$ cat config.mk
export PLATFORM = sky130hd
export DESIGN_NAME = mem_req_router
export DESIGN_NICKNAME = d
export VERILOG_FILES = /design/src/router_pkg.sv /design/src/route_fifo_if.sv /design/src/mem_req_router.sv /design/src/req_route_channel.sv /design/src/route_order_fifo.sv
export SDC_FILE = /design/constraint.sdc
export NUM_CORES = 1
export LEC_CHECK = 0
export BUFFER_PORTS_ARGS = -buffer_cell sky130_fd_sc_hd__clkbuf_2
export CAP_MARGIN = 25
export CELL_PAD_IN_SITES_DETAIL_PLACEMENT = 0
export CELL_PAD_IN_SITES_GLOBAL_PLACEMENT = 1
export CORE_AREA = 2 2 201 203
export CTS_CLUSTER_DIAMETER = 200
export DETAILED_ROUTE_END_ITERATION = 8
export DIE_AREA = 0 0 203 205
export PLACE_DENSITY_LB_ADDON = 0.1
export SYNTH_ARGS = -nofsm -noshare
export SYNTH_HDL_FRONTEND = slang
export SYNTH_SLANG_ARGS = --single-unit
$ cat constraint.sdc
create_clock -name aclk -period 3.54 [get_ports aclk]
set_clock_uncertainty 0.15 [all_clocks]
set_input_delay 0 -clock aclk [delete_from_list [all_inputs] [get_ports aclk]]
set_output_delay 0 -clock aclk [all_outputs]
set_load 0.02 [all_outputs]
$ cat src/router_pkg.sv
package router_pkg;

    //////////////////////////////////////////////////
    // Bus widths
    //////////////////////////////////////////////////

    // Byte address on the CPU side and both paths
    typedef logic [31:0] addr_t;

    typedef logic [31:0] word_t;

    typedef logic [3:0] strb_t;

    // Access size code, passed through untouched
    typedef logic [1:0] size_t;

    // 1 -> cached path, 0 -> uncached path
    typedef logic route_t;

    //////////////////////////////////////////////////
    // Defaults
    //////////////////////////////////////////////////

    // Simple MMU, kseg0/kseg1 fold onto physical space
    localparam int MMU_CLEAR_BITS = 3;

    // Outstanding requests per channel
    localparam int DEFAULT_ORDER_DEPTH = 8;

endpackage

$ cat src/route_fifo_if.sv
`timescale 1ns/1ps

interface route_fifo_if #(
    parameter int DEPTH = router_pkg::DEFAULT_ORDER_DEPTH
);

    // Steering side
    logic               push;
    router_pkg::route_t push_tag;
    logic               pop;

    // Tag store side
    router_pkg::route_t           head_tag;
    logic                         empty;
    logic                         full;
    logic [$clog2(DEPTH+1)-1:0]   count;

    modport steer (
        output push,
        output push_tag,
        output pop,
        input  head_tag,
        input  empty,
        input  full,
        input  count
    );

    modport store (
        input  push,
        input  push_tag,
        input  pop,
        output head_tag,
        output empty,
        output full,
        output count
    );

endinterface

$ cat src/mem_req_router.sv
`timescale 1ns/1ps

module mem_req_router #(
    parameter int ORDER_DEPTH = router_pkg::DEFAULT_ORDER_DEPTH
) (
    input  logic               aclk,
    input  logic               aresetn,

    // Instruction CPU side
    input  logic               inst_req,
    input  router_pkg::route_t inst_cached,
    input  router_pkg::addr_t  inst_addr,
    output router_pkg::word_t  inst_rdata,
    output logic               inst_addr_ok,
    output logic               inst_data_ok,

    // Data CPU side
    input  logic               data_req,
    input  router_pkg::route_t data_cached,
    input  logic               data_wr,
    input  router_pkg::size_t  data_size,
    input  router_pkg::addr_t  data_addr,
    input  router_pkg::word_t  data_wdata,
    input  router_pkg::strb_t  data_wstrb,
    output router_pkg::word_t  data_rdata,
    output logic               data_addr_ok,
    output logic               data_data_ok,

    // Instruction cached path
    output logic               ic_req,
    output router_pkg::addr_t  ic_addr,
    input  router_pkg::word_t  ic_rdata,
    input  logic               ic_addr_ok,
    input  logic               ic_data_ok,

    // Instruction uncached path
    output logic               iu_req,
    output router_pkg::addr_t  iu_addr,
    input  router_pkg::word_t  iu_rdata,
    input  logic               iu_addr_ok,
    input  logic               iu_data_ok,

    // Data cached path
    output logic               dc_req,
    output logic               dc_wr,
    output router_pkg::size_t  dc_size,
    output router_pkg::addr_t  dc_addr,
    output router_pkg::word_t  dc_wdata,
    output router_pkg::strb_t  dc_wstrb,
    input  router_pkg::word_t  dc_rdata,
    input  logic               dc_addr_ok,
    input  logic               dc_data_ok,

    // Data uncached path
    output logic               du_req,
    output logic               du_wr,
    output router_pkg::size_t  du_size,
    output router_pkg::addr_t  du_addr,
    output router_pkg::word_t  du_wdata,
    output router_pkg::strb_t  du_wstrb,
    input  router_pkg::word_t  du_rdata,
    input  logic               du_addr_ok,
    input  logic               du_data_ok
);

    //////////////////////////////////////////////////
    // Instruction channel
    //////////////////////////////////////////////////

    req_route_channel #(
        .ORDER_DEPTH (ORDER_DEPTH)
    ) u_inst_channel (
        .aclk      (aclk),
        .aresetn   (aresetn),
        .req       (inst_req),
        .cached    (inst_cached),
        .addr      (inst_addr),
        .rdata     (inst_rdata),
        .addr_ok   (inst_addr_ok),
        .data_ok   (inst_data_ok),
        .c_req     (ic_req),
        .c_addr    (ic_addr),
        .c_rdata   (ic_rdata),
        .c_addr_ok (ic_addr_ok),
        .c_data_ok (ic_data_ok),
        .u_req     (iu_req),
        .u_addr    (iu_addr),
        .u_rdata   (iu_rdata),
        .u_addr_ok (iu_addr_ok),
        .u_data_ok (iu_data_ok)
    );

    //////////////////////////////////////////////////
    // Data channel
    //////////////////////////////////////////////////

    req_route_channel #(
        .ORDER_DEPTH (ORDER_DEPTH)
    ) u_data_channel (
        .aclk      (aclk),
        .aresetn   (aresetn),
        .req       (data_req),
        .cached    (data_cached),
        .addr      (data_addr),
        .rdata     (data_rdata),
        .addr_ok   (data_addr_ok),
        .data_ok   (data_data_ok),
        .c_req     (dc_req),
        .c_addr    (dc_addr),
        .c_rdata   (dc_rdata),
        .c_addr_ok (dc_addr_ok),
        .c_data_ok (dc_data_ok),
        .u_req     (du_req),
        .u_addr    (du_addr),
        .u_rdata   (du_rdata),
        .u_addr_ok (du_addr_ok),
        .u_data_ok (du_data_ok)
    );

    // Write fields go to both paths, req picks the one that acts
    assign dc_wr    = data_wr;
    assign dc_size  = data_size;
    assign dc_wdata = data_wdata;
    assign dc_wstrb = data_wstrb;

    assign du_wr    = data_wr;
    assign du_size  = data_size;
    assign du_wdata = data_wdata;
    assign du_wstrb = data_wstrb;

endmodule

$ cat src/req_route_channel.sv
`timescale 1ns/1ps

module req_route_channel #(
    parameter int ORDER_DEPTH = router_pkg::DEFAULT_ORDER_DEPTH
) (
    input  logic               aclk,
    input  logic               aresetn,

    // CPU side
    input  logic               req,
    input  router_pkg::route_t cached,
    input  router_pkg::addr_t  addr,
    output router_pkg::word_t  rdata,
    output logic               addr_ok,
    output logic               data_ok,

    // Cached path
    output logic               c_req,
    output router_pkg::addr_t  c_addr,
    input  router_pkg::word_t  c_rdata,
    input  logic               c_addr_ok,
    input  logic               c_data_ok,

    // Uncached path
    output logic               u_req,
    output router_pkg::addr_t  u_addr,
    input  router_pkg::word_t  u_rdata,
    input  logic               u_addr_ok,
    input  logic               u_data_ok
);

    localparam int ADDR_W = $bits(router_pkg::addr_t);
    localparam int CLR_W  = router_pkg::MMU_CLEAR_BITS;

    logic issue_ok;
    logic path_addr_ok;

    route_fifo_if #(.DEPTH(ORDER_DEPTH)) order_if ();

    route_order_fifo #(
        .DEPTH (ORDER_DEPTH)
    ) u_order_fifo (
        .aclk    (aclk),
        .aresetn (aresetn),
        .fifo    (order_if.store)
    );

    //////////////////////////////////////////////////
    // Issue gating
    //////////////////////////////////////////////////

    // Only one path may have requests in flight at a time
    assign issue_ok = ~order_if.full &
                      (order_if.empty | (order_if.head_tag == cached));

    assign c_req = req & cached & issue_ok;
    assign u_req = req & ~cached & issue_ok;

    assign path_addr_ok = cached ? c_addr_ok : u_addr_ok;
    assign addr_ok      = path_addr_ok & issue_ok;

    // Simple MMU on the cached path only
    assign c_addr = {{CLR_W{1'b0}}, addr[ADDR_W-CLR_W-1:0]};
    assign u_addr = addr;

    //////////////////////////////////////////////////
    // Order tracking and response
    //////////////////////////////////////////////////

    assign order_if.push     = req & addr_ok;
    assign order_if.push_tag = cached;

    assign data_ok      = c_data_ok | u_data_ok;
    assign order_if.pop = data_ok;

    // Head tag names the path of the oldest request
    assign rdata = order_if.head_tag ? c_rdata : u_rdata;

    // Both paths never hold requests together, so responses cannot collide
    a_one_data_ok: assert property (
        @(posedge aclk) disable iff (!aresetn) !(c_data_ok && u_data_ok)
    ) else $error("req_route_channel: data_ok from both paths");

    a_data_ok_tracked: assert property (
        @(posedge aclk) disable iff (!aresetn) data_ok |-> !order_if.empty
    ) else $error("req_route_channel: data_ok with nothing outstanding");

endmodule

$ cat src/route_order_fifo.sv
`timescale 1ns/1ps

module route_order_fifo #(
    parameter int DEPTH = router_pkg::DEFAULT_ORDER_DEPTH
) (
    input  logic         aclk,
    input  logic         aresetn,
    route_fifo_if.store  fifo
);

    localparam int PTR_W = (DEPTH > 1) ? $clog2(DEPTH) : 1;
    localparam int CNT_W = $clog2(DEPTH + 1);

    router_pkg::route_t tag_mem [DEPTH];

    logic [PTR_W-1:0] wr_ptr;
    logic [PTR_W-1:0] rd_ptr;
    logic             do_push;
    logic             do_pop;

    //////////////////////////////////////////////////
    // Status
    //////////////////////////////////////////////////

    // Occupancy count keeps full and empty apart
    assign fifo.empty    = (fifo.count == '0);
    assign fifo.full     = (fifo.count == CNT_W'(DEPTH));
    assign fifo.head_tag = tag_mem[rd_ptr];

    assign do_push = fifo.push & ~fifo.full;
    assign do_pop  = fifo.pop & ~fifo.empty;

    //////////////////////////////////////////////////
    // Pointers and count
    //////////////////////////////////////////////////

    always_ff @(posedge aclk) begin
        if (!aresetn) begin
            wr_ptr <= '0;
        end else if (do_push) begin
            wr_ptr <= (wr_ptr == PTR_W'(DEPTH - 1)) ? '0 : wr_ptr + 1'b1;
        end
    end

    always_ff @(posedge aclk) begin
        if (!aresetn) begin
            rd_ptr <= '0;
        end else if (do_pop) begin
            rd_ptr <= (rd_ptr == PTR_W'(DEPTH - 1)) ? '0 : rd_ptr + 1'b1;
        end
    end

    always_ff @(posedge aclk) begin
        if (!aresetn) begin
            fifo.count <= '0;
        end else begin
            case ({do_push, do_pop})
                2'b10:   fifo.count <= fifo.count + 1'b1;
                2'b01:   fifo.count <= fifo.count - 1'b1;
                default: fifo.count <= fifo.count;
            endcase
        end
    end

    // Tag storage
    always_ff @(posedge aclk) begin
        if (do_push) begin
            tag_mem[wr_ptr] <= fifo.push_tag;
        end
    end

    //////////////////////////////////////////////////
    // Checks
    //////////////////////////////////////////////////

    // Steering must hold off a new request once DEPTH are in flight
    a_no_push_full: assert property (
        @(posedge aclk) disable iff (!aresetn) fifo.full |-> !fifo.push
    ) else $error("route_order_fifo: push while full");

    // A response with no recorded request
    a_no_pop_empty: assert property (
        @(posedge aclk) disable iff (!aresetn) fifo.empty |-> !fifo.pop
    ) else $error("route_order_fifo: pop while empty");

endmodule

==> metrics.md, run 1 <==
| Metric | Value |
|---|---|
| #FFs+latches synth | `42` |
| Critical Path Sink Type | `flop` |
| Placer Congestion | `0.764` |
| Fin Hold WS | `-0.0122 ns` |
| Slowest stage cell, crit path | `mux4_2` |
| Crit Path Category | `flop to flop` |
| GRT Util Overall | `under 10%` |
| Core area | `39400 um2` |
| Final-report max-slew violation count | `0` |
| Fmax achieved | `around 0.33 GHz` |
| Vias/cell | `~3.1` |
| Post-synthesis mux area share | `22.2%` |
| Top Ports | `523` |
| Worst Path Buf+Inv | `0` |
| R2r setup slk | `0.51 ns` |
| Clock latency on the worst-skew pair | `0.30 ns` |
| Power per cell area | `~600 nW/um2` |
| Post-synthesis xor/xnor area fraction | `1.76%` |
| Violations in the final reports | `hold timing` |
| Synth top area share | `34.5%` |
| Worst Path Arrival | `3.11 ns` |
| Nets | `~850` |
| Placed insts | `1008` |
| Final period utilization | `85.7%` |
| Synth Area in Compound Gates | `3.18%` |
| Fin crit period | `3.03 ns` |
| Starting Density | `11.4%` |
| Maximum number of pins on one net before global-route repair | `36` |
| Kind of cell adding the most delay to the critical path | `multiplexers` |
| CTS sink cnt | `42` |
| Max IR drop VDD | `0.157 mV` |
| Final setup viols | `0` |
| FP Rows | `73` |
| DR iter-0 viols | `89` |
| # DRC | `0` |
| Diode count | `0` |
| CTS H-tree lvls | `2` |
| Die X | `203 um` |
| DP Wirelength | `11600 um` |
| Critical Path Fanout Max | `5` |
| Syn Area/Cell | `9.35 um2` |
| Vias in the first global route | `3492` |
| Main combinational cell family by area after synthesis | `buffers and inverters` |
| Min-Delay Path Depth | `2` |
| DRT antenna net count | `0` |
| Cell count after synthesis | `480` |
| Largest stage delay, worst path | `0.55 ns` |
| Crit path cell chain | `mux4_2 -> mux2i_4 -> xor2_1 -> a21oi_1 -> ha_1 -> nor4bb_1 -> a21oi_1 -> o21a_1 -> or3_1 -> a21oi_1` |
| Setup_tns | `0 ns` |
| Worst hold path class | `primary input to flop` |
| Initial antenna violation count | `0` |
| Area post-placement | `~4700 um2` |
| Synth warn | `0` |
| Mapped cell area | `4490 um2` |
| Final Hold Vio Count | `8` |
| Root buffer cell | `clkbuf_16` |
| Area delta synth->final | `31.1%` |
| First-pass GRT wire length | `19900 um` |
| Die H | `205 um` |
| Post-Route Utilization | `14.9%` |
| Top post-synthesis cells by area | `buf_4, mux2_2, dfxtp_1` |
| Clock transition at path regs | `0.07 ns` |
| CP required | `3.62 ns` |
| Gr ovfl total | `0` |
| Final Power | `3.54 mW` |
| Total CTS buffers | `5` |
| Cell area after layout | `5880 um2` |
| Setup ws final | `0.505 ns` |
| Max Buffers Root-to-Sink | `2` |
| Share of layout cells above drive strength 1 | `roughly half` |
| Postcts setup bufs | `0` |
| Pre-CTS WS | `0.497 ns` |
| CTS tree | `yes` |
| Slew headroom | `between 50% and 60%` |
| Synth Area in Adders | `3.90%` |
| Routed len/inst | `about 13 um` |
| Unrepaired setup endpoints after global routing | `no` |
| Drt first pass iters | `4` |
| Synth Area in Simple Gates | `10.2%` |
| Dominant cell type by area after synthesis | `buf_4` |
| Via Count | `3472` |
| Most used cell, CP | `a21oi_1` |
| Cell depth of the worst setup path | `10` |
| Max cap viols | `0` |
| Buffers added on ports | `between 200 and 250` |
| Slew @ Worst Pin | `0.648 ns` |
| Sequential-to-total area share from yosys stat | `22.3%` |
| Routed wire length | `14500 um` |
| Synth cell types | `37` |
| HP Start | `data_cached` |
| R2R depth | `10` |
| Final non-filler cell total | `1121` |
| Die area | `41600 um2` |
| Worst setup SP type | `flop` |
| Status | `finished, violations left` |
| Static leakage power | `2.54 nW` |
[report_power, final]
part / switching, mW / internal [mW]
logic: 1.33 / 0.974
registers: 0.106 / 0.593
clock network: 0.203 / 0.333
total: 1.64 / 1.90
[cell usage after synthesis]
cell type  number
clkbuf_1        4
buf_2           8
nand3b_1        2
conb_1          1
nor2_1         20
ha_1           14
inv_1           4
mux2i_1        14
buf_4         206
o22ai_1         2
mux2_2         64
mux4_2          4
buf_1           4
nor2b_1         3
nor3_1          7
nor4b_2         4
or4_1           1
nand2b_1        1
mux2i_4         2
nor4b_1         2
and3_1          2
xnor2_1         1
and2_1          3
or2_2           2
o21a_1          1
nor4_1          2
xor2_1          8
o21ai_0        10
a21oi_1        11
dfxtp_1        26
a2111oi_0       2
nor4bb_1        4
and3b_1         1
edfxtp_1       16
nand2_1        15
or3_1           5
nor3b_1         4
[cells by family after synthesis]
| group | after synthesis |
|---|---|
| xor gates and xnor gates | 9 |
| DFF | 42 |
| adders and majority gates | 14 |
| buffers and inverters | 226 |
| muxes | 84 |
| and+or+nand+nor | 78 |
| AOI/OAI and AO/OA | 26 |
| other | 1 |
[timing repair]
action | in CTS | in global routing
resized for setup | 0 | 0
endpoints found under the hold margin | 214 | 0
hold buffers | 105 | 0
[worst paths after layout]
check | end
hold / removal | u_data_channel.u_order_fifo.tag_mem[5]$_DFFE_PP_
setup / recovery | u_inst_channel.u_order_fifo.fifo.count[3]$_SDFFE_PN0P_
hold reg to reg | u_inst_channel.u_order_fifo.fifo.count[3]$_SDFFE_PN0P_
setup reg to reg | u_inst_channel.u_order_fifo.fifo.count[3]$_SDFFE_PN0P_
[final cells by class]
type | instances | area [um2]
fillers | 4423 | 33500
repair buffers | 325 | 2170
multi-input cells | 217 | 1870
flip-flops and latches | 42 | 1000
well taps | 525 | 657
clock buffers | 6 | 129
clock inverters | 2 | 37.5
inverters | 4 | 15.0
[layout by cell type, fill, tap and decap left out, types with 2 or more instances in the layout]
cell           netlist  layout
clkbuf_2             0     213
dlygate4sd3_1        0     105
mux2_2              64      64
dfxtp_1             26      26
nor2_1              20      20
edfxtp_1            16      16
nand2_1             15      15
mux2i_1             14      14
ha_1                14      14
a21oi_1             11      11
o21ai_0             10      10
xor2_1               8       8
nor3_1               7       7
buf_4              206       7
conb_1               1       6
or3_1                5       5
clkbuf_16            0       5
inv_1                4       4
mux4_2               4       4
nor3b_1              4       4
nor4b_2              4       4
nor4bb_1             4       4
and2_1               3       3
nor2b_1              3       3
or2_2                2       2
mux2i_4              2       2
nor4_1               2       2
nor4b_1              2       2
o22ai_1              2       2
and3_1               2       2
a2111oi_0            2       2
nand3b_1             2       2
[per-layer routing]
metal | GRT usage (%) | up-vias | wire [um]
met5 | 0 | - | 0
met4 | 1.82 | 0 | 194
met3 | 1.30 | 19 | 743
met2 | 12.2 | 191 | 8350
met1 | 6.54 | 1612 | 5230
li1 | - | 1650 | -
Note: power is estimated with default switching activity, not from simulation.
==> inputs of run 2 (changes only) <==
--- a/config.mk
+++ b/config.mk
@@ -10,10 +10,12 @@
 export CELL_PAD_IN_SITES_DETAIL_PLACEMENT = 0
 export CELL_PAD_IN_SITES_GLOBAL_PLACEMENT = 1
 export CORE_AREA = 2 2 201 203
+export CTS_BUF_LIST = sky130_fd_sc_hd__clkbuf_4 sky130_fd_sc_hd__clkbuf_8
 export CTS_CLUSTER_DIAMETER = 200
 export DETAILED_ROUTE_END_ITERATION = 8
 export DIE_AREA = 0 0 203 205
 export PLACE_DENSITY_LB_ADDON = 0.1
+export REMOVE_ABC_BUFFERS = 1
 export SYNTH_ARGS = -nofsm -noshare
 export SYNTH_HDL_FRONTEND = slang
 export SYNTH_SLANG_ARGS = --single-unit
==> run 2 against run 1 <==
Against the previous run:
- the flow now finishes without violations
- core utilization down 0.13 points
- maximum frequency up 0.31%
- register-to-register slack about the same
- power down 0.66%
- combinational power up 5%
- global-route usage up 8.5 points
==> metrics.md, run 2 (synthesized netlist as in run 1, its figures left out) <==
| Metric | Value |
|---|---|
| Gr ovfl total | `0` |
| First-pass GRT wire length | `roughly 41000 um` |
| Final Power | `3.51 mW` |
| Crit Path Category | `flop to flop` |
| Number of fill cells | `4461` |
| Static leakage power | `2.51 nW` |
| Via Count | `approximately 4000` |
| Sw power | `1.75 mW` |
| Final-report max-slew violation count | `0` |
| GRT Util Overall | `14.7%` |
| Largest stage delay, worst path | `~0.55 ns` |
| HP Start | `dc_rdata[22]` |
| Die X | `just over 200 um` |
| Clock latency on the worst-skew pair | `~0.30 ns` |
| Min-Delay Path Depth | `3` |
| Most common cell after layout, fill and taps aside | `clkbuf_2` |
| Buffers added on ports | `213` |
| WHS Endpoint | `data_rdata[22]` |
| Max cap viols | `0` |
| # DRC | `0` |
| Worst Path Buf+Inv | `1` |
| Max Buffers Root-to-Sink | `2` |
| DRT antenna net count | `0` |
| Critical Path Fanout Max | `12` |
| CTS tree | `yes` |
| Setup_tns | `0 ns` |
| Pre-CTS WS | `between 0.4 and 0.5 ns` |
| Kind of cell adding the most delay to the critical path | `multiplexers` |
| Postcts setup bufs | `0` |
| CTS sink cnt | `42` |
| DR iter-0 viols | `222` |
| Final non-filler cell total | `1125` |
| Clock share of power | `around 12%` |
| DP Wirelength | `25900 um` |
| FP Rows | `73` |
| Clock transition at path regs | `0.09 ns` |
| Routed len/inst | `28.7 um` |
| Most frequent cells in the layout | `clkbuf_2, dlygate4sd3_1, mux2_2` |
| Die area | `41600 um2` |
| Starting Density | `11.4%` |
| Maximum number of pins on one net before global-route repair | `36` |
| Vias/cell | `3.55` |
| Most used cell, CP | `a21oi_1` |
| Max IR drop VDD | `0.209 mV` |
| Status | `complete, no violations` |
| Fin crit period | `just over 3 ns` |
| Area delta synth->final | `30.0%` |
| Final period utilization | `85.5%` |
| Nets | `852` |
| Switching share of power | `49.8%` |
| Placed insts | `1005` |
| CTS H-tree lvls | `2` |
| Crit path cell chain | `mux4_2 -> mux2i_4 -> xor2_1 -> a21oi_1 -> buf_4 -> ha_1 -> nor4bb_1 -> a21oi_1 -> o21a_1 -> or3_1 -> a21oi_1` |
| Total CTS buffers | `5` |
| Reg-to-reg endpoint | `u_inst_channel.u_order_fifo.fifo.count[3]$_SDFFE_PN0P_` |
| Setup ws final | `0.515 ns` |
| Reg power frac | `about a fifth` |
| Int Power | `roughly 1.8 mW` |
| Initial antenna violation count | `11` |
| R2r setup slk | `0.51 ns` |
| R2R depth | `11` |
| Power per cell area | `603 nW/um2` |
| Unrepaired setup endpoints after global routing | `no` |
| Worst Path Arrival | `3.11 ns` |
| Placer Congestion | `0.948` |
| Final Hold Vio Count | `0` |
| Share of layout cells above drive strength 1 | `50.7%` |
| Slew headroom | `48.3%` |
| Vias in the first global route | `4138` |
| Final setup viols | `0` |
| Critical Path Sink Type | `flop` |
| CP required | `approximately 3.6 ns` |
| Die H | `205 um` |
| Fin Hold WS | `around 0.2 ns` |
| Drt first pass iters | `4` |
| Fmax achieved | `0.331 GHz` |
| Slew @ Worst Pin | `0.773 ns` |
| Top Ports | `523` |
| Core area | `roughly 40000 um2` |
| Worst hold path class | `primary input to output port` |
| Root buffer cell | `clkbuf_8` |
| Slowest stage cell, crit path | `mux4_2` |
| Combinational power share | `68.5%` |
| Routed wire length | `32300 um` |
| Worst setup SP type | `flop` |
| Cell depth of the worst setup path | `11` |
==> run 2: power by group through the flow <==
| stage | Combinational (mW) | Sequential, mW | Clock (mW) |
|---|---|---|---|
| floorplan | 1.43 | 0.680 | 0 |
| finish | 2.41 | 0.699 | 0.407 |
| CTS | 2.42 | 0.702 | 0.428 |
| detailed placement | 2.07 | 0.713 | 0 |
| global placement | 2.08 | 0.711 | 0 |
| global route | 2.59 | 0.717 | 0.441 |
==> run 2: worst max-delay path by stage <==
stage | slack (ns) | start | to
global route | 0.27 | u_inst_channel.u_order_fifo.fifo.count[1]$_SDFFE_PN0P_ | u_inst_channel.u_order_fifo.fifo.count[2]$_SDFFE_PN0P_
floorplan | -0.49 | flop | u_inst_channel.u_order_fifo.fifo.count[3]$_SDFFE_PN0P_
global placement | 0.47 | flop | u_inst_channel.u_order_fifo.fifo.count[3]$_SDFFE_PN0P_
detailed placement | 0.50 | flop | u_inst_channel.u_order_fifo.fifo.count[3]$_SDFFE_PN0P_
CTS | 0.47 | flop | u_inst_channel.u_order_fifo.fifo.count[3]$_SDFFE_PN0P_
finish | 0.51 | flop | u_inst_channel.u_order_fifo.fifo.count[3]$_SDFFE_PN0P_
==> run 2: worst register-to-register path, cell delays in order, from the launching register on <==
cell and delay, ns:
dfxtp_1 0.39, mux4_2 0.55, mux2i_4 0.17, xor2_1 0.17, a21oi_1 0.11, buf_4 0.20
ha_1 0.25, nor4bb_1 0.27, a21oi_1 0.07, o21a_1 0.18, or3_1 0.31, a21oi_1 0.14
==> run 2: layout make-up <==
type | count | area, um2 | share of cell area (%)
Timing Repair Buffer | 323 | 2160 | 37.0
Multi-Input combinational cell | 217 | 1870 | 32.1
Sequential cell | 42 | 1000 | 17.2
Tap cell | 525 | 657 | 11.3
Clock buffer | 6 | 76.3 | 1.31
Clock inverter | 2 | 37.5 | 0.644
Inverter | 4 | 15.0 | 0.257
Antenna cell | 6 | 15.0 | 0.257
==> run 2: through the flow <==
step	instance area (um2)	utilization, %
after detailed placement	4640	11.8
after global routing	5820	14.8
after CTS	5820	14.8
after floorplan	2890	-
after global placement	4640	11.8
final	5830	14.8
==> run 2: timing repair <==
item / 4_1_cts / 5_1_grt
resized for setup: 0 / 0
setup endpoints to repair: 0 / 0
hold endpoints to repair: 222 / 0
hold buffers: 106 / 0
==> run 2: per-layer routing <==
| metal | wire [um] | track usage, % | up-vias |
|---|---|---|---|
| li1 | - | - | 1645 |
| met1 | 12100 | 16.2 | 1846 |
| met2 | 14500 | 23.5 | 437 |
| met3 | 4740 | 9.62 | 61 |
| met4 | 797 | 3.26 | 8 |
| met5 | 147 | 2.02 | - |
